**config.mk**
```make
export PLATFORM = sky130hd
export DESIGN_NAME = core_dispatch
export DESIGN_NICKNAME = d
export VERILOG_FILES = /design/src/fractal_pkg.sv /design/src/core_dispatch.sv
export SDC_FILE = /design/constraint.sdc
export NUM_CORES = 1
export LEC_CHECK = 0
export BUFFER_PORTS_ARGS = -buffer_cell sky130_fd_sc_hd__clkbuf_2
export CAP_MARGIN = 10
export CORE_AREA = 5 5 85 87
export CTS_CLUSTER_SIZE = 25
export DETAILED_ROUTE_END_ITERATION = 8
export DIE_AREA = 0 0 90 92
export PLACE_DENSITY_LB_ADDON = 0.1
export SLEW_MARGIN = 20
export SYNTH_ARGS = -nofsm -noshare
export SYNTH_HDL_FRONTEND = slang
export SYNTH_SLANG_ARGS = --single-unit
```
**constraint.sdc**
```tcl
create_clock -name out_stream_aclk -period 1.51 [get_ports out_stream_aclk]
set_input_delay 0.302 -clock out_stream_aclk [delete_from_list [all_inputs] [get_ports out_stream_aclk]]
set_output_delay 0.302 -clock out_stream_aclk [all_outputs]
set_load 0.01 [all_outputs]
```
**src/fractal_pkg.sv**
```systemverilog
// shared widths, counts and register map of the fractal pixel generator
// AXI response code and escape radius for the cores
package fractal_pkg;

    localparam int DATA_WIDTH      = 32;
    localparam int FRAC_BITS       = 24;    // 8.24 coordinates
    localparam int ITER_WIDTH      = 16;
    localparam int CORE_COUNT      = 4;
    localparam int CORE_IDX_WIDTH  = $clog2(CORE_COUNT);
    localparam int COORD_WIDTH     = 16;

    //////////////////////////////////////////////////////////////////////
    // register map
    localparam int REG_COUNT       = 8;
    localparam int REG_AWIDTH      = 3;
    localparam int AXIL_ADDR_WIDTH = 8;
    localparam int REG_CTRL        = 0;     // bit 0 run
    localparam int REG_START_X     = 1;
    localparam int REG_START_Y     = 2;
    localparam int REG_STEP        = 3;
    localparam int REG_MAX_ITER    = 4;
    localparam int REG_SIZE        = 5;     // cols low, rows high

    localparam logic [1:0] AXI_RESP_OKAY = 2'b00;

    // |z|^2 limit of 4.0, sized like the magnitude sum in the cores
    localparam logic [2*DATA_WIDTH-FRAC_BITS:0] ESCAPE_LIMIT = 4 << FRAC_BITS;

endpackage
```
**src/core_dispatch.sv**
```systemverilog
// round-robin dispatcher of the Mandelbrot cores
// fill phase starts every core once, then results are collected in
// the same rotation and each core restarts with the next pixel
`timescale 1ns/1ps

module core_dispatch (
    input  logic                                      out_stream_aclk,
    input  logic                                      axi_resetn,
    input  logic                                      run_i,
    input  logic signed [fractal_pkg::DATA_WIDTH-1:0] c_re_i,
    input  logic signed [fractal_pkg::DATA_WIDTH-1:0] c_im_i,
    input  logic                                      first_i,
    input  logic                                      last_x_i,
    input  logic [fractal_pkg::CORE_COUNT-1:0]        done_i,
    input  logic [fractal_pkg::CORE_COUNT-1:0][fractal_pkg::ITER_WIDTH-1:0] iter_i,
    input  logic                                      can_accept_i,
    output logic                                      advance_o,
    output logic [fractal_pkg::CORE_COUNT-1:0]        start_o,
    output logic signed [fractal_pkg::DATA_WIDTH-1:0] c_re_o,
    output logic signed [fractal_pkg::DATA_WIDTH-1:0] c_im_o,
    output logic                                      load_o,
    output logic [fractal_pkg::ITER_WIDTH-1:0]        pix_iter_o,
    output logic                                      pix_first_o,
    output logic                                      pix_last_o
);

    logic                                  filling;
    logic                                  collect;
    logic                                  go;
    logic [fractal_pkg::CORE_IDX_WIDTH-1:0] ptr;
    logic [fractal_pkg::CORE_COUNT-1:0]    first_q;  // flags of the pixel in each core
    logic [fractal_pkg::CORE_COUNT-1:0]    last_q;

    // the core at ptr owns the output stream until its result leaves
    assign collect = !filling && done_i[ptr] && can_accept_i;
    assign go      = run_i && (filling || collect);

    assign advance_o = go;
    assign load_o    = run_i && collect;
    assign start_o   = go ? (fractal_pkg::CORE_COUNT'(1) << ptr) : '0;
    assign c_re_o    = c_re_i;                    // cores latch on own start
    assign c_im_o    = c_im_i;

    assign pix_iter_o  = iter_i[ptr];
    assign pix_first_o = first_q[ptr];
    assign pix_last_o  = last_q[ptr];

    always_ff @(posedge out_stream_aclk) begin
        if (!axi_resetn || !run_i) begin
            filling <= 1'b1;
            ptr     <= '0;
        end else if (go) begin
            if (ptr == fractal_pkg::CORE_COUNT - 1) begin
                ptr     <= '0;
                filling <= 1'b0;                  // all cores busy now
            end else begin
                ptr <= ptr + 1'b1;
            end
        end
    end

    always_ff @(posedge out_stream_aclk) begin
        if (go) begin
            first_q[ptr] <= first_i;
            last_q[ptr]  <= last_x_i;
        end
    end

endmodule

```
==> impl_metrics.env, run 1 <==
export IMPL_clkSinkCount=11
export IMPL_path_buf_inv=2
export IMPL_clock_path_buffers=2
export IMPL_area_growth_pct=21.9
export IMPL_hp_class="in2reg"
export IMPL_worstPathMaxFanout=11
export IMPL_finalSetupViolCount=24
export IMPL_syn_nets=270
export IMPL_ys_top_cells_by_area="buf_4 (33%), edfxtp_1 (16%), mux4_1 (16%), mux4_2 (14%), dfxtp_1 (4.1%)"
export IMPL_grt_usage_pct=10.7
export IMPL_final_area_mm2=0.00180
export IMPL_syn_area_mm2=0.00148
export IMPL_num_vias=1142
export IMPL_routabilityCongestion=0.748
export IMPL_worst_setup_path_type="reg2out"
export IMPL_failed_checks="setup timing"
export IMPL_synth_ff_latch_count=11
export IMPL_slew_violations=0
export IMPL_die_y_um=92
export IMPL_wl_um=4930
export IMPL_drive_gt1_share_pct=81.7
export IMPL_fin_nets=318
export IMPL_grt_overflow=0
export IMPL_postCtsHoldBufs=0
export IMPL_grt_pass1_vias=1245
export IMPL_portBuffers=97
export IMPL_run_status="finished, violations left"
export IMPL_ir_worst_vdd_mv=0.314
export IMPL_required_ps=1210
export IMPL_grt_max_degree=14
export IMPL_hpwl_um=4390
export IMPL_cts_tree="built"
export IMPL_cap_violations=0
export IMPL_clkLatencyLatePin_ps=240
export IMPL_diodes=0
export IMPL_clock_skew_ps=4.81
export IMPL_swShare_pct=26.5
export IMPL_core_area_mm2=0.00628
export IMPL_yosysTopAreaCell="buf_4"
export IMPL_synth_ff_type="edfxtp_1"
export IMPL_synth_commonest_cells="buf_4 (64), mux4_1 (9), mux4_2 (9), edfxtp_1 (8), nand3_1 (5)"
export IMPL_place_ws_ps=-176
export IMPL_crit_path_cell_trace="buf_12 > mux4_2 > clkbuf_2"
export IMPL_met2_usage_pct=18.8
export IMPL_synth_edf_count=8
export IMPL_r2r_start="ptr[0]"
export IMPL_max_clock_freq_mhz=552
export IMPL_drt_pre_antenna_iters=4
export IMPL_yosysWarnings=0
export IMPL_maxSlewHeadroom_pct=88.7
export IMPL_cp_depth=3
export IMPL_cts_max_level=1
export IMPL_yosysTopAreaCellShare_pct=32.5
export IMPL_numCtsBuffers=3
export IMPL_layout_min_cycle_time_ps=1810
export IMPL_critPathLaunchType="register"
export IMPL_ant_nets=0
export IMPL_rsz0062_at_grt="yes"
export IMPL_synth_yosys_seq_area_share_pct=20.3
export IMPL_max_stage_delay_ps=530
export IMPL_ios=226
export IMPL_synth_most_common_cell="buf_4"
export IMPL_power_leakage_nw=0.846
export IMPL_drc=0
export IMPL_drt_iter0_drc=67
export IMPL_combPwrFrac_pct=37.6
export IMPL_switchingPower_uw=270
export IMPL_use_met3_pct=5.89
export IMPL_hold_violations=0
export IMPL_tightestPinTransition_ps=167
export IMPL_power_density_mw_per_mm2=567
export IMPL_fillCellCount=678
export IMPL_netlist_instances=128
export IMPL_fin_ws_ps=-301
export IMPL_worst_r2r_path_depth=5
export IMPL_clkPwrFrac_pct=28.8
export IMPL_clk_pin_slew_ps=50
export IMPL_initial_core_util_pct=23.5
export IMPL_yosysUniqueCellTypes=19
export IMPL_grt_busiest_layer="met2"
export IMPL_crit_arrival_ps=1510
export IMPL_seq_power_share_pct=33.5
export IMPL_critical_path_top_delay_family="multiplexers"
export IMPL_p_int_uw=750
export IMPL_synth_async_reset_ratio_pct=0
export IMPL_finalCritPeriodShare_pct=120
export IMPL_slowest_stage="mux4_2"
export IMPL_root_buffer="clkbuf_8"
export IMPL_grt_pass1_wl_um=7140
export IMPL_syn_area_per_cell_um2=11.5
export IMPL_place_area_mm2=0.00163
export IMPL_post_drt_wl_per_cell_um=19.6
export IMPL_cp_end_kind="primary output"
export IMPL_grt_util_met1_pct=10.0
export IMPL_antenna_found_initial=0
export IMPL_timing_reg2reg_setup_slack_ps=30
export IMPL_critPathLaunch="ptr[0]"
export IMPL_via_per_inst=4.53
export IMPL_dieArea_mm2=0.00828
export IMPL_cp_endpoint="pix_iter_o[8]"
export IMPL_die_x_um=90
export IMPL_reg2reg_to="first_q[0]"
export IMPL_num_rows=29
metal layers:
metal  vias to the layer above  wire [um]
met5                         -          0
met4                         0        191
met3                        26        616
met2                       102       2660
met1                       523       1470
li1                        491          -
stage by stage:
stage                     cells  setup TNS, ps  util, %  hold slack (ps)  power (mW)
after floorplan             128           -161        -              401       0.686
after global placement      245          -2500     26.0              497       0.683
after detailed placement    245          -3310     26.0              512       0.689
after CTS                   249          -6660     27.1              305        1.01
after global routing        252          -7790     28.7              305        1.09
final                       252          -6230     28.7              304        1.02
sequential cells by signal, summed over array words and instances (netlist names):
| register | count |
|---|---|
| filling | 1 |
| first_q | 4 |
| last_q | 4 |
| ptr | 2 |
repair_timing:
action	4_1_cts	5_1_grt
hold endpoints to repair	0	0
setup endpoints to repair	32	32
buffers inserted	0	6
pin swaps	0	1
resized for setup	14	24
final cells by class:
class	instances	area (um2)	share of cell area, %
inverters	4	17.5	0.974
clock inverters	1	5.00	0.278
well taps	77	96.3	5.35
clock buffers	3	41.3	2.29
repair buffers	113	678	37.7
flip-flops and latches	11	305	17.0
multi-input cells	43	656	36.4
power groups by stage:
| stage | Clock (mW) | Combinational (mW) | Sequential, mW |
|---|---|---|---|
| 3_5_place_dp | 0 | 0.344 | 0.345 |
| 6_report | 0.294 | 0.383 | 0.342 |
| 2_1_floorplan | 0 | 0.342 | 0.343 |
| 4_1_cts | 0.309 | 0.359 | 0.340 |
| 5_1_grt | 0.332 | 0.412 | 0.343 |
| 3_3_place_gp | 0 | 0.338 | 0.345 |
worst min path at each step:
stage / from / end / slack (ps) / cells after the start
finish: last_x_i / last_q[1] / 300 / 1
global route: last_x_i / last_q[1] / 300 / 1
CTS: last_x_i / last_q[1] / 310 / 1
global placement: filling / filling / 500 / 2
detailed placement: filling / filling / 510 / 2
floorplan: axi_resetn / filling / 400 / 1
cells by family (layout without fill, tap and decap cells):
group | after synthesis | in the layout | share of synthesized area (%)
multiplexers | 22 | 22 | 32.5
adder cells (fa/ha/maj) | 4 | 4 | 3.39
AND/OR/NAND/NOR | 14 | 14 | 4.91
buffers and inverters | 74 | 121 | 36.9
flip-flops | 11 | 11 | 20.3
AO/OA/AOI/OAI | 3 | 3 | 2.03
worst reg2reg max path, stage by stage, from the launching register on:
cell     delay [ps]
dfxtp_4         380
mux2i_4         200
o221a_4         280
inv_4            80
and2_4          160
buf_6           100
placed cells by master, fill, tap and decap left out, drive strengths merged:
cell and instances:
nand2 1, mux4 18, buf 22, o2111a 1, inv 4, o221a 1, and2 4, ha 4
o211ai 1, clkbuf 94, clkinv 1, nand3 5, edfxtp 8, dfxtp 3, mux2i 4, nand3b 1
nor2 3
(Power assumes the default switching activity.)
==> run 2, diff against run 1 <==
- clock period: 1.51 -> 1.8 ns (I/O delays scaled with it)
==> impl_metrics.env, run 2 (synthesis results as in run 1) <==
export IMPL_run_status="finished, violations left"
export IMPL_failed_checks="setup timing"
export IMPL_wl_um=4580
export IMPL_routabilityCongestion=0.733
export IMPL_diodes=0
export IMPL_clock_path_buffers=2
export IMPL_via_per_inst=4.58
export IMPL_min_path_cells=1
export IMPL_clk_pin_slew_ps=50
export IMPL_place_inst=238
export IMPL_antenna_found_initial=0
export IMPL_worst_setup_path_type="reg2out"
export IMPL_numCtsBuffers=3
export IMPL_tns_ps=-448
export IMPL_switchingPower_uw=214
export IMPL_grt_pass1_vias=1305
export IMPL_grt_pass1_wl_um=6890
export IMPL_num_vias=1137
export IMPL_final_area_mm2=0.00171
export IMPL_min_to="last_q[0]"
export IMPL_max_stage_delay_ps=410
export IMPL_seq_power_share_pct=34.6
export IMPL_slowest_stage="dfxtp_4"
export IMPL_ios=226
export IMPL_clock_skew_ps=4.25
export IMPL_reg2reg_to="first_q[3]"
export IMPL_portBuffers=97
export IMPL_layout_commonest_cell="clkbuf_2"
export IMPL_worst_r2r_path_depth=5
export IMPL_cp_end_kind="primary output"
export IMPL_cts_tree="built"
export IMPL_clkLatencyLatePin_ps=230
export IMPL_ant_nets=0
export IMPL_grt_usage_pct=10.1
export IMPL_drt_pre_antenna_iters=4
export IMPL_finalSetupViolCount=11
export IMPL_swShare_pct=25.9
export IMPL_rsz0062_at_grt="yes"
export IMPL_fin_ws_ps=-65.8
export IMPL_power_leakage_nw=0.815
export IMPL_post_drt_wl_per_cell_um=18.5
export IMPL_slew_violations=0
export IMPL_place_area_mm2=0.00159
export IMPL_area_growth_pct=16.1
export IMPL_hold_violations=0
export IMPL_tightestPinTransition_ps=187
export IMPL_layout_min_cycle_time_ps=1870
export IMPL_maxSlewHeadroom_pct=87.3
export IMPL_clkSinkCount=11
export IMPL_num_rows=29
export IMPL_core_area_mm2=0.00628
export IMPL_required_ps=1440
export IMPL_min_from="last_x_i"
export IMPL_drive_gt1_share_pct=80.1
export IMPL_hpwl_um=3940
export IMPL_p_int_uw=613
export IMPL_reg_top3="first_q (4), last_q (4), ptr (2)"
export IMPL_cap_violations=0
export IMPL_grt_overflow=0
export IMPL_cts_max_level=1
export IMPL_max_clock_freq_mhz=536
export IMPL_initial_core_util_pct=23.5
export IMPL_r2r_start="ptr[0]"
export IMPL_dr_wl_met2_um=2450
export IMPL_die_y_um=92
export IMPL_drt_iter0_drc=34
export IMPL_timing_reg2reg_setup_slack_ps=290
export IMPL_postCtsHoldBufs=0
export IMPL_stdcell_count=248
export IMPL_drc=0
export IMPL_total_power_uw=827
export IMPL_power_density_mw_per_mm2=483
export IMPL_combPwrFrac_pct=36.0
export IMPL_highest_layer="met4"
export IMPL_finalCritPeriodShare_pct=104
export IMPL_layout_common_cells="clkbuf_2 (95), mux4_2 (14), buf_4 (9), edfxtp_1 (8), nand3_1 (5)"
export IMPL_root_buffer="clkbuf_8"
export IMPL_critPathLaunchType="register"
export IMPL_hp_class="in2reg"
export IMPL_grt_max_degree=24
export IMPL_die_x_um=90
export IMPL_wl_met1_um=1230
export IMPL_dieArea_mm2=0.00828
export IMPL_crit_arrival_ps=1510
export IMPL_clkPwrFrac_pct=29.4
export IMPL_worstPathMaxFanout=5
export IMPL_wl_met3_um=646
export IMPL_hold_ws_ps=355
export IMPL_ir_worst_vdd_mv=0.143
export IMPL_fin_nets=314
export IMPL_crit_path_cell_trace="mux2i_2 > o221a_2 > inv_4 > and2_4 > clkbuf_2"
[run 2: worst max-delay path by stage]
stage / cells after the start / to / slack [ps] / from
after detailed placement: 3 / pix_iter_o[1] / 50 / ptr[0]
after floorplan: 3 / pix_iter_o[0] / 210 / ptr[0]
after global routing: 5 / start_o[3] / -110 / ptr[0]
after CTS: 3 / pix_iter_o[6] / -60 / ptr[0]
after global placement: 3 / pix_iter_o[0] / 110 / ptr[0]
final: 5 / start_o[1] / -70 / ptr[0]
[run 2: worst max-delay path: cells and delay by family, from the launching register on]
family	cells	cell delay, ps
compound gates	1	270
mux	1	260
flops	1	410
buf+inv	2	180
simple gates	1	160
[run 2: through the flow]
| stage | setup slack, ps | utilization [%] |
|---|---|---|
| 2_1_floorplan | 209 | - |
| 3_3_place_gp | 112 | 25.3 |
| 5_1_grt | -113 | 27.3 |
| 4_1_cts | -55.2 | 26.9 |
| 6_report | -65.8 | 27.3 |
| 3_5_place_dp | 50.6 | 25.3 |
[run 2: repair_timing]
action	4_1_cts	5_1_grt
buffers inserted	5	1
gates resized for setup	14	9
setup endpoints to repair	22	23
pin swaps	1	1
[run 2: per-layer routing]
metal	up-vias	track usage [%]
li1	482	-
met1	518	7.98
met2	105	19.0
met3	32	5.40
met4	0	6.58
met5	-	0
[run 2: cell type report]
type	count	area, um2
multi-input combinational	43	642
fill	686	4560
clock buffer	3	41.3
sequential	11	304
timing repair buffer	109	608
tap	77	96.3
inverter	4	17.5
clock inverter	1	5.00
[run 2: power groups by stage]
stage / sequential, mW / combinational [mW] / clock [mW]
2_1_floorplan: 0.288 / 0.283 / 0
3_3_place_gp: 0.290 / 0.270 / 0
3_5_place_dp: 0.290 / 0.273 / 0
4_1_cts: 0.285 / 0.293 / 0.248
5_1_grt: 0.287 / 0.324 / 0.262
6_report: 0.286 / 0.298 / 0.243
