### config.mk
export PLATFORM = sky130hd
export DESIGN_NAME = pixel_stream_out
export DESIGN_NICKNAME = d
export VERILOG_FILES = /design/src/fractal_pkg.sv /design/src/pixel_stream_out.sv
export SDC_FILE = /design/constraint.sdc
export NUM_CORES = 1
export LEC_CHECK = 0
export ABC_CLOCK_PERIOD_IN_PS = 800
export BUFFER_PORTS_ARGS = -buffer_cell sky130_fd_sc_hd__buf_4
export CAP_MARGIN = 5
export CORE_MARGIN = 4
export CORE_UTILIZATION = 37
export CTS_CLUSTER_DIAMETER = 60
export DETAILED_ROUTE_END_ITERATION = 12
export PLACE_DENSITY = 0.77
export SYNTH_ARGS = -nofsm -noshare
export SYNTH_HDL_FRONTEND = slang
export SYNTH_SLANG_ARGS = --single-unit
### constraint.sdc
create_clock -name out_stream_aclk -period 0.8 [get_ports out_stream_aclk]
set_input_delay 0.16 -clock out_stream_aclk [delete_from_list [all_inputs] [get_ports out_stream_aclk]]
set_output_delay 0.16 -clock out_stream_aclk [all_outputs]
set_load 0.01 [all_outputs]
### src/fractal_pkg.sv
// shared widths, counts and register map of the fractal pixel generator
// AXI response code and escape radius for the cores
package fractal_pkg;

    localparam int DATA_WIDTH      = 32;
    localparam int FRAC_BITS       = 24;    // 8.24 coordinates
    localparam int ITER_WIDTH      = 16;
    localparam int CORE_COUNT      = 4;
    localparam int CORE_IDX_WIDTH  = $clog2(CORE_COUNT);
    localparam int COORD_WIDTH     = 16;

    //////////////////////////////////////////////////////////////////////
    // register map
    localparam int REG_COUNT       = 8;
    localparam int REG_AWIDTH      = 3;
    localparam int AXIL_ADDR_WIDTH = 8;
    localparam int REG_CTRL        = 0;     // bit 0 run
    localparam int REG_START_X     = 1;
    localparam int REG_START_Y     = 2;
    localparam int REG_STEP        = 3;
    localparam int REG_MAX_ITER    = 4;
    localparam int REG_SIZE        = 5;     // cols low, rows high

    localparam logic [1:0] AXI_RESP_OKAY = 2'b00;

    // |z|^2 limit of 4.0, sized like the magnitude sum in the cores
    localparam logic [2*DATA_WIDTH-FRAC_BITS:0] ESCAPE_LIMIT = 4 << FRAC_BITS;

endpackage
### src/pixel_stream_out.sv
// one-entry AXI-Stream output register
// count to RGB mapping, tuser on first pixel, tlast at end of row
`timescale 1ns/1ps

module pixel_stream_out (
    input  logic                               out_stream_aclk,
    input  logic                               axi_resetn,
    input  logic                               load_i,
    input  logic [fractal_pkg::ITER_WIDTH-1:0] pix_iter_i,
    input  logic                               pix_first_i,
    input  logic                               pix_last_i,
    input  logic                               out_stream_tready_i,
    output logic                               can_accept_o,
    output logic [31:0]                        out_stream_tdata_o,
    output logic [3:0]                         out_stream_tkeep_o,
    output logic                               out_stream_tlast_o,
    output logic [0:0]                         out_stream_tuser_o,
    output logic                               out_stream_tvalid_o
);

    assign can_accept_o       = !out_stream_tvalid_o || out_stream_tready_i;
    assign out_stream_tkeep_o = 4'hf;

    always_ff @(posedge out_stream_aclk) begin
        if (!axi_resetn) begin
            out_stream_tvalid_o <= 1'b0;
        end else if (load_i) begin
            out_stream_tvalid_o <= 1'b1;
        end else if (out_stream_tready_i) begin
            out_stream_tvalid_o <= 1'b0;
        end
    end

    always_ff @(posedge out_stream_aclk) begin
        if (load_i) begin
            // {0, r, g, b} with r = g = low byte, b = high byte
            out_stream_tdata_o <= {8'h00, pix_iter_i[7:0], pix_iter_i[7:0], pix_iter_i[15:8]};
            out_stream_tuser_o <= pix_first_i;
            out_stream_tlast_o <= pix_last_i;
        end
    end

endmodule

==> out/metrics.yaml, run 1 <==
final_common_cell: "buf_4"
globalRouteMet2Util: 0.149
synthTopCellsByArea: "edfxtp_1, buf_4, dfxtp_1"
clock-sinks: 19
htree_levels: 1
fin_skew_ns: 0
grtUsageTotal: 0.0875
cts_tree: "built"
cap_viol_max_count: 0
setup_violations: 28
place_inst: 108
ys_warn_count: 0
min_path_type: "in -> reg"
gr-total-overflow: 0
fillCellCount: 135
leakage_nw: 0.515
path_cells: "buf_6"
wl_per_cell_um: 11.1
ys_types: 7
crit_required_ns: 0.64
power_mw: 2.06
place_area_um2: 1030
cp_max_fo: 2
finalNonFillerCells: 112
maxSlewViolCount: 0
syn_area_um2: 747
syn2layout_area_growth_pct: 51.6
ioPinCount: 62
ys_seq_elements: 19
rsz0062_at_grt: "yes"
critPathKind: "reg -> out"
dieArea_um2: 2800
cts-buffers-inserted: 3
ant_nets: 0
start_kind: "register"
first_iter_violations: 3
ir_worst_vdd_mv: 1.11
tns_ns: -5.29
end_kind: "output pin"
core_um2: 1820
crit_arrival_ns: 0.85
synth_top_area_cell: "edfxtp_1"
clk_latency_ns: 0.28
finalCriticalPeriod_ns: 1.01
postCtsSetupBuffers: 0
status: "finished, violations left"
remaining_drc_errors: 0
root_buffer: "clkbuf_4"
gp_congestion: 0.658
drt_first_pass_iters: 2
final_cell_mix: "buf_4, edfxtp_1, buf_6, conb_1, clkbuf_4"
port_buffers: 49
grt_max_degree: 20
via_per_inst: 3.82
power.density_nw_per_um2: 1820
syn_inst: 44
register_area_um2: 564
start_util: 0.410
die_y_um: 52.9
layout.nets: 110
hold_viol: 0
synth_top_area_share: 0.724
timing.hold.ws_ns: 0.0410
design_area_um2: 1130
place_hpwl_um: 1020
multiInputGateArea_um2: 70.1
path_buf_inv: 1
fmax_mhz: 986
cts.clk_slew.worst_paths_ns: 0.10
clockBufferDepth: 2
met3_usage: 0.0676
rows: 15
finalCritPeriodShare: 1.27
antenna_cells: 0
violations: "setup timing"
vias: 428
top_usage_layer: "met2"
wirelength_um: 1240
fin_ws_ns: -0.215
die_x_um: 52.9
slowest_stage: "edfxtp_1"
slowest_delay_ns: 0.43
grt_pass1_wl_um: 1700
drive_gt1_frac: 0.644
antenna_found_initial: 0
grt_pass1_vias: 424
synth.avg_cell_area_um2: 17.0
cp_top_family: "flip-flops"
yosysSeqAreaShare: 0.750
grt_use_met1: 0.0741
metrics by stage:
stage | util | setup WS (ns)
finish | 0.622 | -0.215
global route | 0.622 | -0.270
CTS | 0.596 | -0.226
detailed placement | 0.568 | 0.0696
global placement | 0.568 | 0.0935
floorplan | - | 0.0623
repair_timing:
item	4_1_cts	5_1_grt
setup endpoints to repair	28	28
hold buffers	0	0
resized for setup	7	13
layer usage:
metal | wire [um] | part of all wire
met1 | 373 | 0.30
met3 | 300 | 0.24
met4 | 13 | 0.010
met2 | 555 | 0.45
met5 | 0 | 0
cells in the mapped netlist:
| library cell | n |
|---|---|
| buf_4 | 20 |
| nand2b_4 | 1 |
| a21boi_2 | 1 |
| dfxtp_1 | 1 |
| edfxtp_1 | 18 |
| inv_1 | 1 |
| conb_1 | 2 |
layout make-up:
class	instances	area share
multi-input cells	14	0.0619
inverters	1	0.00331
repair buffers	49	0.385
clock inverters	1	0.00442
flip-flops and latches	19	0.498
clock buffers	3	0.0199
well taps	25	0.0276
final timing paths:
kind	start	to	slack, ns	depth (start not counted)
worst max-delay path	out_stream_tdata_o[15]	out_stream_tdata_o[23]	-0.21	1
worst min-delay path	pix_iter_i[2]	out_stream_tdata_o[18]	0.04	1
worst min register to register	out_stream_tvalid_o	out_stream_tvalid_o	0.52	2
worst max register to register	out_stream_tvalid_o	out_stream_tvalid_o	0.18	2
report_power, final:
| group | leakage [nW] | internal (mW) | switching [mW] |
|---|---|---|---|
| registers | 0.185 | 1.17 | 0.0404 |
| clock network | 0.0177 | 0.185 | 0.268 |
| logic | 0.313 | 0.236 | 0.153 |
flip-flops by register name (all words and copies together) (netlist names):
name / cells
out_stream_tdata_o: 16
out_stream_tuser_o: 1
out_stream_tlast_o: 1
out_stream_tvalid_o: 1
cell families (layout without fill, tap and decap cells):
kind of cell	count (synthesis)	after routing	synth area share
buffers and inverters	21	54	0.206
flip-flops	19	19	0.750
other	2	12	0.0101
AO/OA/AOI/OAI	1	1	0.0151
AND/OR/NAND/NOR	1	1	0.0184
(Power assumes the default switching activity.)
==> run 2: changes to the inputs <==
--- a/config.mk
+++ b/config.mk
@@ -5,14 +5,14 @@
 export SDC_FILE = /design/constraint.sdc
 export NUM_CORES = 1
 export LEC_CHECK = 0
-export ABC_CLOCK_PERIOD_IN_PS = 800
+export ABC_CLOCK_PERIOD_IN_PS = 900
 export BUFFER_PORTS_ARGS = -buffer_cell sky130_fd_sc_hd__buf_4
 export CAP_MARGIN = 5
 export CORE_MARGIN = 4
-export CORE_UTILIZATION = 37
+export CORE_UTILIZATION = 33
 export CTS_CLUSTER_DIAMETER = 60
 export DETAILED_ROUTE_END_ITERATION = 12
-export PLACE_DENSITY = 0.77
+export PLACE_DENSITY = 0.73
 export SYNTH_ARGS = -nofsm -noshare
 export SYNTH_HDL_FRONTEND = slang
 export SYNTH_SLANG_ARGS = --single-unit
==> constraint.sdc (replaced) <==
create_clock -name out_stream_aclk -period 0.9 [get_ports out_stream_aclk]
set_input_delay 0.045 -clock out_stream_aclk [delete_from_list [all_inputs] [get_ports out_stream_aclk]]
set_output_delay 0.045 -clock out_stream_aclk [all_outputs]
set_load 0.01 [all_outputs]
==> run 2 against run 1 <==
- the run still ends with setup timing left
- global-route usage grew 1.1 points
- largest cell class is now non-clock buffers
- via count grew 19%
- power shrank 7.3%
- worst setup slack gained 0.19 ns
- combinational power grew 5.9%
- count of clock-buffer cells in the layout is the same
- non-clock buffer count grew 20
- sequential power shrank 11%
- final cell count grew 20%
==> out/metrics.yaml, run 2 (synthesized netlist as in run 1, its figures left out) <==
start_util: 0.362
grtUsageTotal: 0.0986
path_cells: "buf_4"
rows: 16
drive_gt1_frac: 0.533
die_x_um: 55.6
min_path_type: "in -> reg"
antenna_cells: 0
hold_viol: 0
power.density_nw_per_um2: 1450
ir_worst_vdd_mv: 0.923
cp_top_family: "flip-flops"
grt_max_degree: 20
comb_power_share: 0.216
place_inst: 110
cp_max_fo: 2
path_buf_inv: 1
violations: "setup timing"
clockBufferDepth: 2
fin_skew_ns: 0
die_y_um: 55.6
slowest_delay_ns: 0.42
cap_viol_max_count: 0
largest-register: "out_stream_tdata_o"
clk_latency_ns: 0.29
fmax_mhz: 1080
layout.nets: 130
cts.clk_slew.worst_paths_ns: 0.10
seq_power_share: 0.567
critPathKind: "reg -> out"
port_buffers: 49
htree_levels: 1
via_per_inst: 3.81
dieArea_um2: 3090
slowest_stage: "edfxtp_1"
root_buffer: "clkbuf_4"
largest_register_ffs: 16
grt_pass1_wl_um: 2390
core_um2: 2060
drt_first_pass_iters: 3
syn2layout_area_growth_pct: 76.0
setup_violations: 10
status: "finished, violations left"
finalNonFillerCells: 134
p_sw_uw: 439
wirelength_um: 1600
clockPowerShare: 0.218
rsz0062_at_grt: "yes"
switching_share: 0.230
fin_ws_ns: -0.0224
place_area_um2: 1040
end_kind: "output pin"
first_iter_violations: 9
vias: 510
final_cell_mix: "buf_4, dlygate4sd3_1, edfxtp_1, buf_6, conb_1"
leakage_nw: 0.594
fillCellCount: 140
crit_arrival_ns: 0.88
gp_congestion: 0.662
antenna_found_initial: 0
gr-total-overflow: 0
finalCritPeriodShare: 1.02
final_common_cell: "buf_4"
crit_required_ns: 0.85
cts-buffers-inserted: 3
cts_tree: "built"
maxSlewViolCount: 0
design_area_um2: 1320
grt_pass1_vias: 535
start_kind: "register"
ant_nets: 0
ioPinCount: 62
remaining_drc_errors: 0
internal-power_mw: 1.47
clock-sinks: 19
finalCriticalPeriod_ns: 0.922
wl_per_cell_um: 12.0
==> run 2: cell count changes in the layout (fill, tap and decap cells not counted), sizes merged <==
cell	previous run	this run
buf	49	50
dlygate4sd3	0	19
==> run 2: area by class of cell <==
cell class | count | area [um2] | share of cell area
Inverter | 1 | 3.75 | 0.00285
Tap cell | 27 | 33.8 | 0.0257
Sequential cell | 19 | 562 | 0.427
Clock buffer | 3 | 22.5 | 0.0171
Multi-Input combinational cell | 14 | 70.1 | 0.0533
Clock inverter | 1 | 5.00 | 0.00381
Timing Repair Buffer | 69 | 618 | 0.470
==> run 2: per-layer routing <==
metal	track usage	share of wire	up-vias
met1	0.103	0.33	223
met3	0.0603	0.19	0
met5	0	0	-
li1	-	-	241
met2	0.159	0.48	46
met4	0.0417	0	0
==> run 2: through the flow <==
| stage | utilization | setup slack (ns) | hold slack [ns] | TNS [ns] | power [mW] |
|---|---|---|---|---|---|
| CTS | 0.610 | -0.0290 | 0.0144 | -0.239 | 1.89 |
| floorplan | - | 0.236 | 0.144 | 0 | 1.25 |
| detailed placement | 0.502 | 0.275 | 0.224 | 0 | 1.40 |
| finish | 0.638 | -0.0224 | 0.119 | -0.133 | 1.91 |
| global route | 0.638 | -0.0612 | 0.117 | -1.09 | 2.01 |
| global placement | 0.502 | 0.306 | 0.223 | 0 | 1.40 |
==> run 2: what timing repair did <==
item	in CTS	in global routing
hold buffers	19	0
setup buffers	0	1
endpoints found under the setup margin	17	25
gates resized for setup	2	13
hold endpoints to repair	19	0
==> run 2: path summary, 6_finish.rpt <==
check | from | end | slack (ns) | depth (start not counted)
max | out_stream_tdata_o[15] | out_stream_tdata_o[23] | -0.02 | 1
min | load_i | out_stream_tvalid_o | 0.12 | 3
max reg2reg | out_stream_tvalid_o | out_stream_tvalid_o | 0.17 | 3
min reg2reg | out_stream_tvalid_o | out_stream_tvalid_o | 0.59 | 3
==> run 2: power by group through the flow <==
stage / logic [mW] / clock network [mW] / registers [mW]
6_report: 0.412 / 0.415 / 1.08
4_1_cts: 0.379 / 0.435 / 1.07
3_3_place_gp: 0.312 / 0 / 1.09
2_1_floorplan: 0.124 / 0 / 1.13
3_5_place_dp: 0.312 / 0 / 1.09
5_1_grt: 0.440 / 0.479 / 1.09
==> run 3: changes to the inputs <==
--- a/config.mk
+++ b/config.mk
@@ -8,7 +8,7 @@
 export ABC_CLOCK_PERIOD_IN_PS = 900
 export BUFFER_PORTS_ARGS = -buffer_cell sky130_fd_sc_hd__buf_4
 export CAP_MARGIN = 5
-export CORE_MARGIN = 4
+export CORE_MARGIN = 2
 export CORE_UTILIZATION = 33
 export CTS_CLUSTER_DIAMETER = 60
 export DETAILED_ROUTE_END_ITERATION = 12
==> constraint.sdc (replaced) <==
create_clock -name out_stream_aclk -period 0.9 [get_ports out_stream_aclk]
set_input_delay 0.225 -clock out_stream_aclk [delete_from_list [all_inputs] [get_ports out_stream_aclk]]
set_output_delay 0.225 -clock out_stream_aclk [all_outputs]
set_load 0.01 [all_outputs]
==> run 3 against run 2 <==
- the flow still finishes with violations (setup timing)
- combinational power decreased by 14%
- register-to-register slack barely moved
- critical path depth unchanged
- highest routed layer unchanged
==> out/metrics.yaml, run 3 (synthesized netlist as in run 1, its figures left out) <==
core_um2: 2170
via_per_inst: 3.81
switching_share: 0.224
reg2reg_to: "out_stream_tvalid_o"
seq_power_share: 0.587
first_iter_violations: 1
vias: 442
clockBufferDepth: 2
min_path_type: "in -> reg"
r2r-start: "out_stream_tvalid_o"
dieArea_um2: 2660
holdBufCountCts: 0
rsz0062_at_grt: "yes"
slowest_delay_ns: 0.44
path_cells: "buf_6"
cts.clk_slew.worst_paths_ns: 0.10
crit_required_ns: 0.67
hold_viol: 0
die_y_um: 51.6
cp-startpoint: "out_stream_tdata_o[21]"
cp_num_cells: 1
cts-buffers-inserted: 3
fin_skew_ns: 0
final_cell_mix: "buf_4, buf_6, edfxtp_1, conb_1, clkbuf_4"
port_buffers: 49
wl_per_cell_um: 10.7
clock-sinks: 19
root_buffer: "clkbuf_4"
worstRegToRegCells: 3
slowest_stage: "edfxtp_1"
status: "finished, violations left"
fin_ws_ns: -0.192
violations: "setup timing"
cap_viol_max_count: 0
place_area_um2: 1040
grtUsageTotal: 0.102
ant_nets: 0
largest_register_ffs: 16
largest-register: "out_stream_tdata_o"
cts_tree: "built"
gr-total-overflow: 0
ioPinCount: 62
crit_arrival_ns: 0.87
final_common_cell: "buf_4"
die_x_um: 51.6
drive_gt1_frac: 0.636
endpoint: "out_stream_tdata_o[13]"
critPathKind: "reg -> out"
drt_first_pass_iters: 2
grt_pass1_wl_um: 1890
end_kind: "output pin"
design_area_um2: 1150
leakage_nw: 0.521
fmax_mhz: 916
ir_worst_vdd_mv: 1.22
power.density_nw_per_um2: 1600
rrSetupSlack_ns: 0.17
tns_ns: -4.57
htree_levels: 1
clk_latency_ns: 0.28
clockPowerShare: 0.222
antenna_cells: 0
hold_path.startpoint: "pix_iter_i[15]"
remaining_drc_errors: 0
power_mw: 1.85
rows: 17
cp_top_family: "flip-flops"
cp_max_fo: 2
internal-power_mw: 1.43
layout.nets: 111
grt_max_degree: 20
setup_violations: 28
gp_congestion: 0.707
wirelength_um: 1250
pre_cts_ws_ns: 0.0713
finalCritPeriodShare: 1.21
comb_power_share: 0.191
start_kind: "register"
start_util: 0.344
antenna_found_initial: 0
finalCriticalPeriod_ns: 1.09
grt_pass1_vias: 439
syn2layout_area_growth_pct: 54.4
path_buf_inv: 1
maxSlewViolCount: 0
p_sw_uw: 414
==> run 3: cell count changes in the layout (fill, tap and decap cells not counted), sizes merged <==
| cell | change |
|---|---|
| dlygate4sd3 | -19 |
| clkbuf | +1 |
| clkinv | -1 |
==> run 3: cell type report <==
class | instances | area [um2]
inverter | 1 | 3.75
tap | 28 | 35.0
sequential | 19 | 564
clock buffer | 4 | 26.3
fill | 181 | 1020
multi-input combinational | 14 | 70.1
timing repair buffer | 50 | 454
==> run 3: repair_timing <==
action,in CTS,in global routing
setup endpoints to repair,28,28
resized for setup,18,5
setup buffers,0,1
==> run 3: how the worst min path moves through the flow <==
stage	end	cells after the start	slack, ns
finish	out_stream_tdata_o[7]	1	0.11
global route	out_stream_tdata_o[19]	1	0.08
CTS	out_stream_tdata_o[18]	1	0.09
detailed placement	out_stream_tuser_o	1	0.40
global placement	out_stream_tdata_o[16]	1	0.40
floorplan	out_stream_tdata_o[0]	0	0.32
==> run 3: power by group through the flow <==
stage          registers, mW  logic, mW  clock network, mW
5_1_grt                 1.10      0.378              0.469
2_1_floorplan           1.13      0.124                  0
3_5_place_dp            1.09      0.313                  0
6_report                1.08      0.354              0.410
3_3_place_gp            1.09      0.309                  0
4_1_cts                 1.08      0.345              0.437
==> run 3: metal layers <==
layer / share of wire / up-vias / global-route usage / wire length [um]
met1: 0.32 / 196 / 0.104 / 394
met5: 0 / - / 0 / 0
met4: 0 / 0 / 0.0526 / 0
li1: - / 204 / - / -
met3: 0.20 / 0 / 0.0718 / 247
met2: 0.48 / 42 / 0.154 / 604
==> run 3: through the flow <==
step           std cells  utilization  hold WS (ns)
2_1_floorplan         54            -         0.324
3_3_place_gp         111        0.478         0.403
3_5_place_dp         111        0.478         0.404
4_1_cts              115        0.520        0.0909
5_1_grt              116        0.532        0.0783
6_report             116        0.532         0.106
