$ cat src/fractal_pkg.sv
// shared widths, counts and register map of the fractal pixel generator
// AXI response code and escape radius for the cores
package fractal_pkg;

    localparam int DATA_WIDTH      = 32;
    localparam int FRAC_BITS       = 24;    // 8.24 coordinates
    localparam int ITER_WIDTH      = 16;
    localparam int CORE_COUNT      = 4;
    localparam int CORE_IDX_WIDTH  = $clog2(CORE_COUNT);
    localparam int COORD_WIDTH     = 16;

    //////////////////////////////////////////////////////////////////////
    // register map
    localparam int REG_COUNT       = 8;
    localparam int REG_AWIDTH      = 3;
    localparam int AXIL_ADDR_WIDTH = 8;
    localparam int REG_CTRL        = 0;     // bit 0 run
    localparam int REG_START_X     = 1;
    localparam int REG_START_Y     = 2;
    localparam int REG_STEP        = 3;
    localparam int REG_MAX_ITER    = 4;
    localparam int REG_SIZE        = 5;     // cols low, rows high

    localparam logic [1:0] AXI_RESP_OKAY = 2'b00;

    // |z|^2 limit of 4.0, sized like the magnitude sum in the cores
    localparam logic [2*DATA_WIDTH-FRAC_BITS:0] ESCAPE_LIMIT = 4 << FRAC_BITS;

endpackage
$ cat src/pixel_scan.sv
// raster scanner with column/row counters and fixed-point coordinate
// first-pixel and end-of-row flags
`timescale 1ns/1ps

module pixel_scan (
    input  logic                                      out_stream_aclk,
    input  logic                                      axi_resetn,
    input  logic                                      run_i,
    input  logic                                      advance_i,
    input  logic signed [fractal_pkg::DATA_WIDTH-1:0] start_x_i,
    input  logic signed [fractal_pkg::DATA_WIDTH-1:0] start_y_i,
    input  logic signed [fractal_pkg::DATA_WIDTH-1:0] step_i,
    input  logic [fractal_pkg::COORD_WIDTH-1:0]       size_x_i,
    input  logic [fractal_pkg::COORD_WIDTH-1:0]       size_y_i,
    output logic signed [fractal_pkg::DATA_WIDTH-1:0] c_re_o,
    output logic signed [fractal_pkg::DATA_WIDTH-1:0] c_im_o,
    output logic                                      first_o,
    output logic                                      last_x_o
);

    logic [fractal_pkg::COORD_WIDTH-1:0] col;
    logic [fractal_pkg::COORD_WIDTH-1:0] row;
    logic                                last_y;

    assign first_o  = (col == '0) && (row == '0);
    assign last_x_o = (col == size_x_i - 1'b1);
    assign last_y   = (row == size_y_i - 1'b1);

    always_ff @(posedge out_stream_aclk) begin
        if (!axi_resetn || !run_i) begin
            col    <= '0;
            row    <= '0;
            c_re_o <= start_x_i;                      // park on the start point
            c_im_o <= start_y_i;
        end else if (advance_i) begin
            if (last_x_o) begin
                col    <= '0;
                c_re_o <= start_x_i;
                if (last_y) begin                     // frame wraps
                    row    <= '0;
                    c_im_o <= start_y_i;
                end else begin
                    row    <= row + 1'b1;
                    c_im_o <= c_im_o - step_i;        // rows go downward
                end
            end else begin
                col    <= col + 1'b1;
                c_re_o <= c_re_o + step_i;
            end
        end
    end

endmodule

$ cat config.mk
export PLATFORM = sky130hd
export DESIGN_NAME = pixel_scan
export DESIGN_NICKNAME = d
export VERILOG_FILES = /design/src/fractal_pkg.sv /design/src/pixel_scan.sv
export SDC_FILE = /design/constraint.sdc
export NUM_CORES = 1
export LEC_CHECK = 0
export BUFFER_PORTS_ARGS = -buffer_cell sky130_fd_sc_hd__buf_4
export CAP_MARGIN = 0
export CORE_MARGIN = 4
export CORE_UTILIZATION = 56
export DETAILED_ROUTE_END_ITERATION = 10
export PLACE_DENSITY = 0.83
export REMOVE_ABC_BUFFERS = 1
export SYNTH_ARGS = -nofsm -noshare
export SYNTH_HDL_FRONTEND = slang
export SYNTH_SLANG_ARGS = --single-unit
$ cat constraint.sdc
create_clock -name out_stream_aclk -period 8.6 [get_ports out_stream_aclk]
set_input_delay 2.15 -clock out_stream_aclk [delete_from_list [all_inputs] [get_ports out_stream_aclk]]
set_output_delay 2.15 -clock out_stream_aclk [all_outputs]
set_load 0.01 [all_outputs]
==> results.yml, run 1 <==
synth:
  synth_ff_type: "edfxtp_1"
  ys_async_sr_fraction: 0
  syn_avg_cell_area_sq_um: 8.69
  syn_inst: 965
  ys_ff_latch: 96
  synth_edf_count: 64
  yosysSeqAreaShare: 0.305
  ys_warn_count: 0
  yosys-top-cells-area: "edfxtp_1 (23%), ha_1 (10%), dfxtp_1 (7.6%)"
  synth_top_area_frac: 0.229
  synth_cell_types: 68
  yosysTopAreaCell: "edfxtp_1"
  netlist_area_sq_um: 8390
critical_path:
  critPathKind: "input pin to primary output"
  crit_path_cell_trace: "buf_4 > inv_1 > ha_1 > or4b_1 > o41ai_1 > a21o_1 > nand2_1 > nor4_1 > nand4_1 > inv_1 > buf_4"
  rrSetupSlack_ns: 4.76
  crit_arrival_ns: 4.57
  crit_start: "size_x_i[0]"
  crit_path_end: "last_x_o"
  cpMaxStageDelayCell: "or4b_1"
  rr_worst_depth: 9
  reg2reg_from: "col[13]$_SDFFE_PP0P_"
  crit_required_ns: 6.45
  worstSetupEndpointType: "primary output"
  reg2reg_to: "row[6]$_SDFFE_PP0P_"
  worstSetupStartpointType: "input pin"
  worst-path-max-fanout: 5
  critPathMaxStageDelay_ns: 0.54
global_route:
  grt_max_degree: 49
  grt_pass1_wl_mm: 35.0
  antenna_found_initial: 0
  grt_overflow_total: 0
  first_global_vias: 7213
  track_usage: 0.260
final_layout:
  antenna_cells: 0
  drive_gt1_frac: 0.225
  syn_to_final_growth_pct: 22.7
  fin_cells: 1337
  final_nets: 1350
floorplanning:
  die_h_um: 130
  die_w_um: 130
  io-pin-count: 198
  die-area_sq_um: 17000
  rows: 44
  start_util: 0.575
  core-area_sq_um: 14600
run_status:
  status: "finished clean"
power_and_ir_drop:
  vdd_drop_max_v: 0.0000965
  power.total_mw: 1.68
  power_per_cell_area_nw_per_um2: 163
  p_leak_nw: 4.49
clock_tree:
  cts_hold_buf: 0
  cts_tree: "yes"
  numCtsBuffers: 9
  cts_num_sinks: 96
  clockBufferDepth: 2
  cts_root_buf: "clkbuf_16"
  insertion_delay_ns: 0.36
  htree_levels: 3
  cts_resized: 0
  clk_pin_slew_ns: 0.06
  cts_setup_buffers: 0
drt:
  wirelength_mm: 22.8
  drt-pass1-iter-count: 5
  avgRoutedWirePerCell_um: 17.0
  drtIter0Drc: 514
  vias_per_cell: 5.84
  postRouteAntennaNets: 0
  vias: 7810
  drc: 0
worst_hold_path:
  holdCritPathClass: "flop to flop"
  hold_depth: 2
timing:
  whs_ns: 0.573
  rsz0062_at_grt: "false"
  fin_worst_skew_ns: 0.00859
  worst_slack_ns: 1.88
  finalSetupTns_ns: 0
  hold_viol: 0
  slew-limit-headroom: 0.261
  setup_viol: 0
  slew_violations: 0
  min_period_ns: 6.72
  tightestPinTransition_ns: 1.11
  period_share: 0.781
  max_freq_mhz: 149
placement:
  place_ws_ns: 1.92
  placedCellCount: 1321
  hpwlAfterDp_mm: 18.0
  gp_routability_congestion: 0.933
  port-buffer-count: 197
flow_run:
  maxCapViolCount: 0
-- registers in the layout (all words and copies together) (netlist names) --
signal	count
c_im_o	32
c_re_o	32
col	16
row	16
-- synth_stat cells (3+ instances only) --
master     number
and4_1          5
nor3_1         18
o21bai_1        7
a21oi_1        56
and2_1          5
nor2b_1         6
o21ai_0        77
inv_1          57
a2111oi_0       3
a41oi_1         3
clkbuf_1       18
or4_1           5
a31o_2          3
a31oi_1        16
and3_1         12
buf_2           6
nor2_1         71
o41ai_1         3
xnor2_1        66
dfxtp_1        32
nand3_1        28
edfxtp_1       64
nand4_1        19
xor2_1         57
mux2i_1         5
ha_1           68
o21a_1          9
o211ai_1        5
a21o_1         32
o31ai_1         5
a211oi_1        7
mux2_2         31
or3_1           5
nand2b_1       11
nand2_1        87
nor4_1         16
-- area by class of cell --
class / instances / area, sq um
timing repair buffer: 198 / 1490
clock inverter: 4 / 26.3
fill: 1213 / 4300
sequential: 96 / 2560
multi-input combinational: 786 / 5510
inverter: 57 / 214
clock buffer: 12 / 258
tap: 184 / 230
-- layout by cell type, fill, tap and decap left out, types with 6 or more instances in the layout --
cell type	netlist	routed
a211oi_1	7	7
a21o_1	32	32
a21oi_1	56	56
a31oi_1	16	16
and3_1	12	12
buf_4	1	198
clkbuf_16	0	10
dfxtp_1	32	32
edfxtp_1	64	64
ha_1	68	68
inv_1	57	57
mux2_2	31	31
nand2_1	87	87
nand2b_1	11	11
nand3_1	28	26
nand4_1	19	19
nor2_1	71	70
nor2b_1	6	6
nor3_1	18	18
nor4_1	16	16
o21a_1	9	9
o21ai_0	77	77
o21bai_1	7	7
xnor2_1	66	66
xor2_1	57	57
-- worst max-delay path, delay by kind of cell --
family	cells	cell delay (ns)
compound gates	2	0.67
simple gates	4	1.13
buf+inv	4	0.40
fa+ha+maj	1	0.20
-- worst min-delay path by stage --
stage	from	to	slack [ns]
finish	row[15]$_SDFFE_PP0P_	row[15]$_SDFFE_PP0P_	0.57
detailed placement	row[15]$_SDFFE_PP0P_	row[15]$_SDFFE_PP0P_	0.56
global placement	row[15]$_SDFFE_PP0P_	row[15]$_SDFFE_PP0P_	0.54
floorplan	col[1]$_SDFFE_PP0P_	col[1]$_SDFFE_PP0P_	0.51
CTS	row[15]$_SDFFE_PP0P_	row[15]$_SDFFE_PP0P_	0.57
global route	row[15]$_SDFFE_PP0P_	row[15]$_SDFFE_PP0P_	0.62
-- per-stage QoR --
step | utilization | instance area, sq um
floorplan | - | 8270
global placement | 0.686 | 10000
detailed placement | 0.686 | 10000
CTS | 0.705 | 10300
global route | 0.705 | 10300
finish | 0.705 | 10300
-- where the power goes --
| group | switching [mW] | internal (mW) | leakage (nW) |
|---|---|---|---|
| Combinational | 0.367 | 0.335 | 3.42 |
| Sequential | 0.0332 | 0.552 | 0.921 |
| Clock | 0.180 | 0.215 | 0.143 |
| Total | 0.581 | 1.10 | 4.49 |
-- layer usage --
layer,part of all wire,vias to the layer above,global-route usage
li1,-,3905,-
met1,0.43,3614,0.336
met2,0.48,262,0.446
met3,0.068,29,0.0435
met4,0.022,0,0.0835
met5,0,-,0
-- cell families (layout without fill, tap and decap cells) --
kind of cell               after synthesis  in the layout  share of synthesized area
xor gates and xnor gates               123            123                      0.128
buffers and inverters                   83            271                     0.0394
AOI/OAI and AO/OA                      249            249                      0.187
muxes                                   36             36                     0.0476
adders and majority gates               70             70                      0.106
and+or+nand+nor                        308            308                      0.186
DFF                                     96             96                      0.305
Note: power is estimated with default switching activity, not from simulation.
==> inputs of run 2 (changes only) <==
--- a/config.mk
+++ b/config.mk
@@ -8,9 +8,9 @@
 export BUFFER_PORTS_ARGS = -buffer_cell sky130_fd_sc_hd__buf_4
 export CAP_MARGIN = 0
 export CORE_MARGIN = 4
-export CORE_UTILIZATION = 56
+export CORE_UTILIZATION = 50
 export DETAILED_ROUTE_END_ITERATION = 10
-export PLACE_DENSITY = 0.83
+export PLACE_DENSITY = 0.78
 export REMOVE_ABC_BUFFERS = 1
 export SYNTH_ARGS = -nofsm -noshare
 export SYNTH_HDL_FRONTEND = slang
==> constraint.sdc (replaced) <==
create_clock -name out_stream_aclk -period 6.1 [get_ports out_stream_aclk]
set_input_delay 1.525 -clock out_stream_aclk [delete_from_list [all_inputs] [get_ports out_stream_aclk]]
set_output_delay 1.525 -clock out_stream_aclk [all_outputs]
set_load 0.01 [all_outputs]
==> run 2 against run 1 <==
  * Non-clock buffer count increased by 6
  * Total power rose by 42%
  * Routed wire length is essentially flat
  * Combinational power grew 41%
  * Critical path type unchanged
  * Critical endpoint unchanged
  * Largest power group unchanged
==> results.yml, run 2 (same netlist as run 1, synthesis figures left out) <==
timing:
  rsz0062_at_grt: "false"
  slew_violations: 0
  tightestPinTransition_ns: 1.02
  hold_viol: 0
  whs_ns: 0.564
  worst_slack_ns: 0.739
  max_freq_mhz: 187
  period_share: 0.879
  setup_viol: 0
  fin_worst_skew_ns: 0.0113
  min_period_ns: 5.36
  slew-limit-headroom: 0.316
  finalSetupTns_ns: 0
floorplanning:
  io-pin-count: 198
  start_util: 0.508
  die_w_um: 138
  die-area_sq_um: 18900
  core-area_sq_um: 16500
  die_h_um: 138
  rows: 47
worst_hold_path:
  min_to: "row[1]$_SDFFE_PP0P_"
  hold_depth: 2
  min_from: "row[1]$_SDFFE_PP0P_"
  holdCritPathClass: "flop to flop"
global_route:
  track_usage: 0.235
  antenna_found_initial: 0
  grt_pass1_wl_mm: 35.5
  first_global_vias: 7382
  grt_max_degree: 36
  grt_overflow_total: 0
power_and_ir_drop:
  intPower_mw: 1.57
  p_seq_frac: 0.346
  power_per_cell_area_nw_per_um2: 229
  p_switching_mw: 0.814
  swShare: 0.341
  vdd_drop_max_v: 0.000153
  p_leak_nw: 4.53
  clockPowerShare: 0.240
  combPwrFrac: 0.414
flow_run:
  maxCapViolCount: 0
final_layout:
  drive_gt1_frac: 0.229
  fin_cells: 1380
  top_regs: "c_im_o (32), c_re_o (32)"
  final_common_cell: "buf_4"
  final_cell_mix: "buf_4 (203), nand2_1 (87), o21ai_0 (77), nor2_1 (70), ha_1 (68)"
  final_nets: 1356
  syn_to_final_growth_pct: 24.0
critical_path:
  rrSetupSlack_ns: 2.69
  reg2reg_to: "c_im_o[29]$_DFFE_PP_"
  worstSetupStartpointType: "input pin"
  worstSetupEndpointType: "primary output"
  critPathMaxStageDelay_ns: 0.63
  crit_arrival_ns: 3.84
  worst-path-max-fanout: 5
  crit_path_cell_trace: "buf_4 > or4_1 > nor4_1 > mux2i_1 > mux2i_1 > nor4_1 > nand4_1 > inv_1 > buf_4"
  critPathKind: "input pin to primary output"
  reg2reg_from: "c_im_o[1]$_DFFE_PP_"
  cpMaxStageDelayCell: "or4_1"
  rr_worst_depth: 10
  crit_required_ns: 4.58
clock_tree:
  clockBufferDepth: 2
  cts_resized: 0
  htree_levels: 3
  clk_pin_slew_ns: 0.07
  cts_hold_buf: 0
  cts_tree: "yes"
  cts_setup_buffers: 0
  numCtsBuffers: 9
  cts_root_buf: "clkbuf_16"
  cts_num_sinks: 96
  insertion_delay_ns: 0.35
placement:
  hpwlAfterDp_mm: 18.2
  place_ws_ns: 0.718
  placedCellCount: 1363
  gp_routability_congestion: 0.949
  port-buffer-count: 197
drt:
  postRouteAntennaNets: 0
  vias: 7772
  vias_per_cell: 5.63
  drt-pass1-iter-count: 5
  drtIter0Drc: 421
  avgRoutedWirePerCell_um: 16.5
  drc: 0
  wirelength_mm: 22.7
run_status:
  status: "finished clean"
==> run 2: cell types whose count changed in the layout (fill, tap and decap cells not counted) <==
| cell | previous run | this run |
|---|---|---|
| clkbuf_16 | 10 | 9 |
| bufinv_16 | 0 | 1 |
| diode_2 | 0 | 1 |
| clkinv_2 | 1 | 2 |
| inv_6 | 0 | 1 |
| buf_12 | 0 | 1 |
| inv_4 | 2 | 1 |
| clkinv_4 | 1 | 0 |
| buf_4 | 198 | 203 |
==> run 2: how the worst max path moves through the flow <==
stage                           start              endpoint  slack (ns)
after CTS                 size_x_i[1]              last_x_o        0.71
after global routing      size_x_i[1]              last_x_o        0.49
final                     size_x_i[1]              last_x_o        0.74
after floorplan           size_x_i[1]  row[10]$_SDFFE_PP0P_        0.63
after detailed placement  size_x_i[1]              last_x_o        0.72
after global placement    size_x_i[1]              last_x_o        0.74
==> run 2: through the flow <==
step	instance area (sq um)	utilization	total power [mW]
final	10400	0.629	2.38
after global routing	10400	0.629	2.53
after detailed placement	10100	0.612	1.82
after CTS	10400	0.629	2.39
after floorplan	8270	-	1.48
after global placement	10100	0.612	1.80
==> run 2: area by class of cell <==
| type | instances | area [sq um] |
|---|---|---|
| sequential | 96 | 2560 |
| timing repair buffer | 204 | 1540 |
| tap | 220 | 275 |
| inverter | 57 | 214 |
| multi-input combinational | 786 | 5510 |
| clock inverter | 5 | 55.1 |
| clock buffer | 11 | 233 |
| fill | 1453 | 6130 |
| antenna | 1 | 2.50 |
==> run 2: critical path: cells and delay by family <==
kind / cells / cell delay, ns
mux: 2 / 0.35
buf+inv: 3 / 0.35
simple gates: 4 / 1.60
==> run 2: metal layers <==
layer	GRT usage	routed length, um	part of all wire
met1	0.296	9740	0.43
met2	0.404	11100	0.49
met3	0.0307	1200	0.053
met4	0.0976	750	0.033
met5	0	0	0
==> run 2: power by group through the flow <==
stage               clock, mW  sequential, mW  combinational (mW)
floorplan                   0           0.857               0.627
global placement            0           0.838               0.961
detailed placement          0           0.840               0.976
CTS                     0.582           0.825               0.982
global route            0.612           0.832                1.09
finish                  0.573           0.825               0.987
==> inputs of run 3 (changes only) <==
--- a/config.mk
+++ b/config.mk
@@ -8,9 +8,10 @@
 export BUFFER_PORTS_ARGS = -buffer_cell sky130_fd_sc_hd__buf_4
 export CAP_MARGIN = 0
 export CORE_MARGIN = 4
-export CORE_UTILIZATION = 50
+export CORE_UTILIZATION = 51
+export CTS_BUF_LIST = sky130_fd_sc_hd__clkbuf_4 sky130_fd_sc_hd__clkbuf_8
 export DETAILED_ROUTE_END_ITERATION = 10
-export PLACE_DENSITY = 0.78
+export PLACE_DENSITY = 0.79
 export REMOVE_ABC_BUFFERS = 1
 export SYNTH_ARGS = -nofsm -noshare
 export SYNTH_HDL_FRONTEND = slang
==> run 3 against run 2 <==
  * Highest routed layer unchanged
  * Design area is 1.2% lower
  * Die area is 1.8% lower
  * Largest cell class unchanged
  * First-iteration DRC count is 12% lower
  * Routed wire length is 0.58% lower
  * Fmax is 1.2% lower
  * Worst hold slack better by 0.018 ns
  * Final cell count is 0.58% lower
==> results.yml, run 3 (same netlist as run 1, synthesis figures left out) <==
clock_tree:
  clockBufferDepth: 2
  clk_pin_slew_ns: 0.09
  cts_tree: "yes"
  htree_levels: 3
  insertion_delay_ns: 0.39
  cts_root_buf: "clkbuf_8"
  numCtsBuffers: 9
  cts_resized: 0
  cts_hold_buf: 0
  cts_num_sinks: 96
  cts_setup_buffers: 0
placement:
  gp_routability_congestion: 0.930
  port-buffer-count: 197
  placedCellCount: 1356
  hpwlAfterDp_mm: 18.0
timing:
  min_period_ns: 5.43
  period_share: 0.889
  setup_viol: 0
  max_freq_mhz: 184
  finalSetupTns_ns: 0
  hold_viol: 0
  rsz0062_at_grt: "false"
  slew-limit-headroom: 0.327
  fin_worst_skew_ns: 0.0150
  slew_violations: 0
  tightestPinTransition_ns: 1.01
drt:
  vias_per_cell: 5.62
  drc: 0
  wirelength_mm: 22.6
  drtIter0Drc: 370
  drt-pass1-iter-count: 5
  vias: 7714
  postRouteAntennaNets: 0
  avgRoutedWirePerCell_um: 16.5
floorplanning:
  core-area_sq_um: 16000
  rows: 46
  start_util: 0.524
  die_w_um: 136
  die-area_sq_um: 18600
  io-pin-count: 198
  die_h_um: 136
flow_run:
  maxCapViolCount: 0
final_layout:
  syn_to_final_growth_pct: 22.5
  seqCellArea_sq_um: 2560
  multi_input_area_sq_um: 5510
  final_cell_mix: "buf_4 (200), nand2_1 (87), o21ai_0 (77), nor2_1 (70), ha_1 (68)"
  top_regs: "c_im_o (32), c_re_o (32)"
  antenna_cells: 0
  fillers: 1439
  final_nets: 1353
  drive_gt1_frac: 0.228
  fin_cells: 1372
  final_common_cell: "buf_4"
global_route:
  track_usage: 0.238
  grt_pass1_wl_mm: 35.4
  first_global_vias: 7200
  grt_overflow_total: 0
  antenna_found_initial: 0
  grt_max_degree: 36
critical_path:
  crit_required_ns: 4.58
  crit_path_end: "last_x_o"
  reg2reg_to: "c_im_o[29]$_DFFE_PP_"
  crit_arrival_ns: 3.90
  critPathKind: "input pin to primary output"
  worstSetupEndpointType: "primary output"
  worst-path-max-fanout: 5
  rr_worst_depth: 10
  worstSetupStartpointType: "input pin"
  rrSetupSlack_ns: 2.60
  reg2reg_from: "c_im_o[1]$_DFFE_PP_"
  crit_start: "size_x_i[1]"
worst_hold_path:
  hold_depth: 2
  min_from: "row[1]$_SDFFE_PP0P_"
  holdCritPathClass: "flop to flop"
power_and_ir_drop:
  p_leak_nw: 4.47
  power_per_cell_area_nw_per_um2: 219
  vdd_drop_max_v: 0.000150
run_status:
  status: "finished clean"
[run 3: how the worst min path moves through the flow]
stage                           end
3_5_place_dp   row[15]$_SDFFE_PP0P_
3_3_place_gp    row[1]$_SDFFE_PP0P_
4_1_cts         row[1]$_SDFFE_PP0P_
2_1_floorplan   col[1]$_SDFFE_PP0P_
6_report        row[1]$_SDFFE_PP0P_
5_1_grt         row[1]$_SDFFE_PP0P_
[run 3: power by group]
group / total [mW] / switching (mW) / internal (mW) / leakage [nW]
clock: 0.439 / 0.237 / 0.202 / 0.104
sequential: 0.824 / 0.0465 / 0.777 / 0.921
combinational: 0.989 / 0.515 / 0.474 / 3.44
total: 2.25 / 0.799 / 1.45 / 4.47
[run 3: worst max-delay path, stage by stage]
cell	delay (ns)
buf_4	0.12
or4_1	0.64
nor4_1	0.41
mux2i_1	0.26
mux2i_1	0.12
nor4_1	0.33
nand4_1	0.26
inv_1	0.11
buf_4	0.12
[run 3: through the flow]
stage	utilization	worst slack, ns	area, sq um	hold slack [ns]	total power, mW
global placement	0.630	0.752	10100	0.549	1.80
finish	0.642	0.675	10300	0.582	2.25
floorplan	-	0.630	8270	0.505	1.48
global route	0.642	0.472	10300	0.599	2.40
detailed placement	0.630	0.678	10100	0.560	1.82
CTS	0.642	0.667	10300	0.578	2.26
[run 3: area by class of cell]
| cell class | instances | share of cell area |
|---|---|---|
| inverter | 57 | 0.0208 |
| timing repair buffer | 201 | 0.148 |
| sequential | 96 | 0.249 |
| multi-input combinational | 786 | 0.537 |
| tap | 216 | 0.0263 |
| clock buffer | 12 | 0.0143 |
| clock inverter | 4 | 0.00438 |
[run 3: routing by layer]
metal,vias up,part of all wire,global-route usage
met5,-,0,0
met4,0,0.028,0.0873
met1,3542,0.43,0.309
met3,36,0.054,0.0352
li1,3904,-,-
met2,232,0.49,0.404
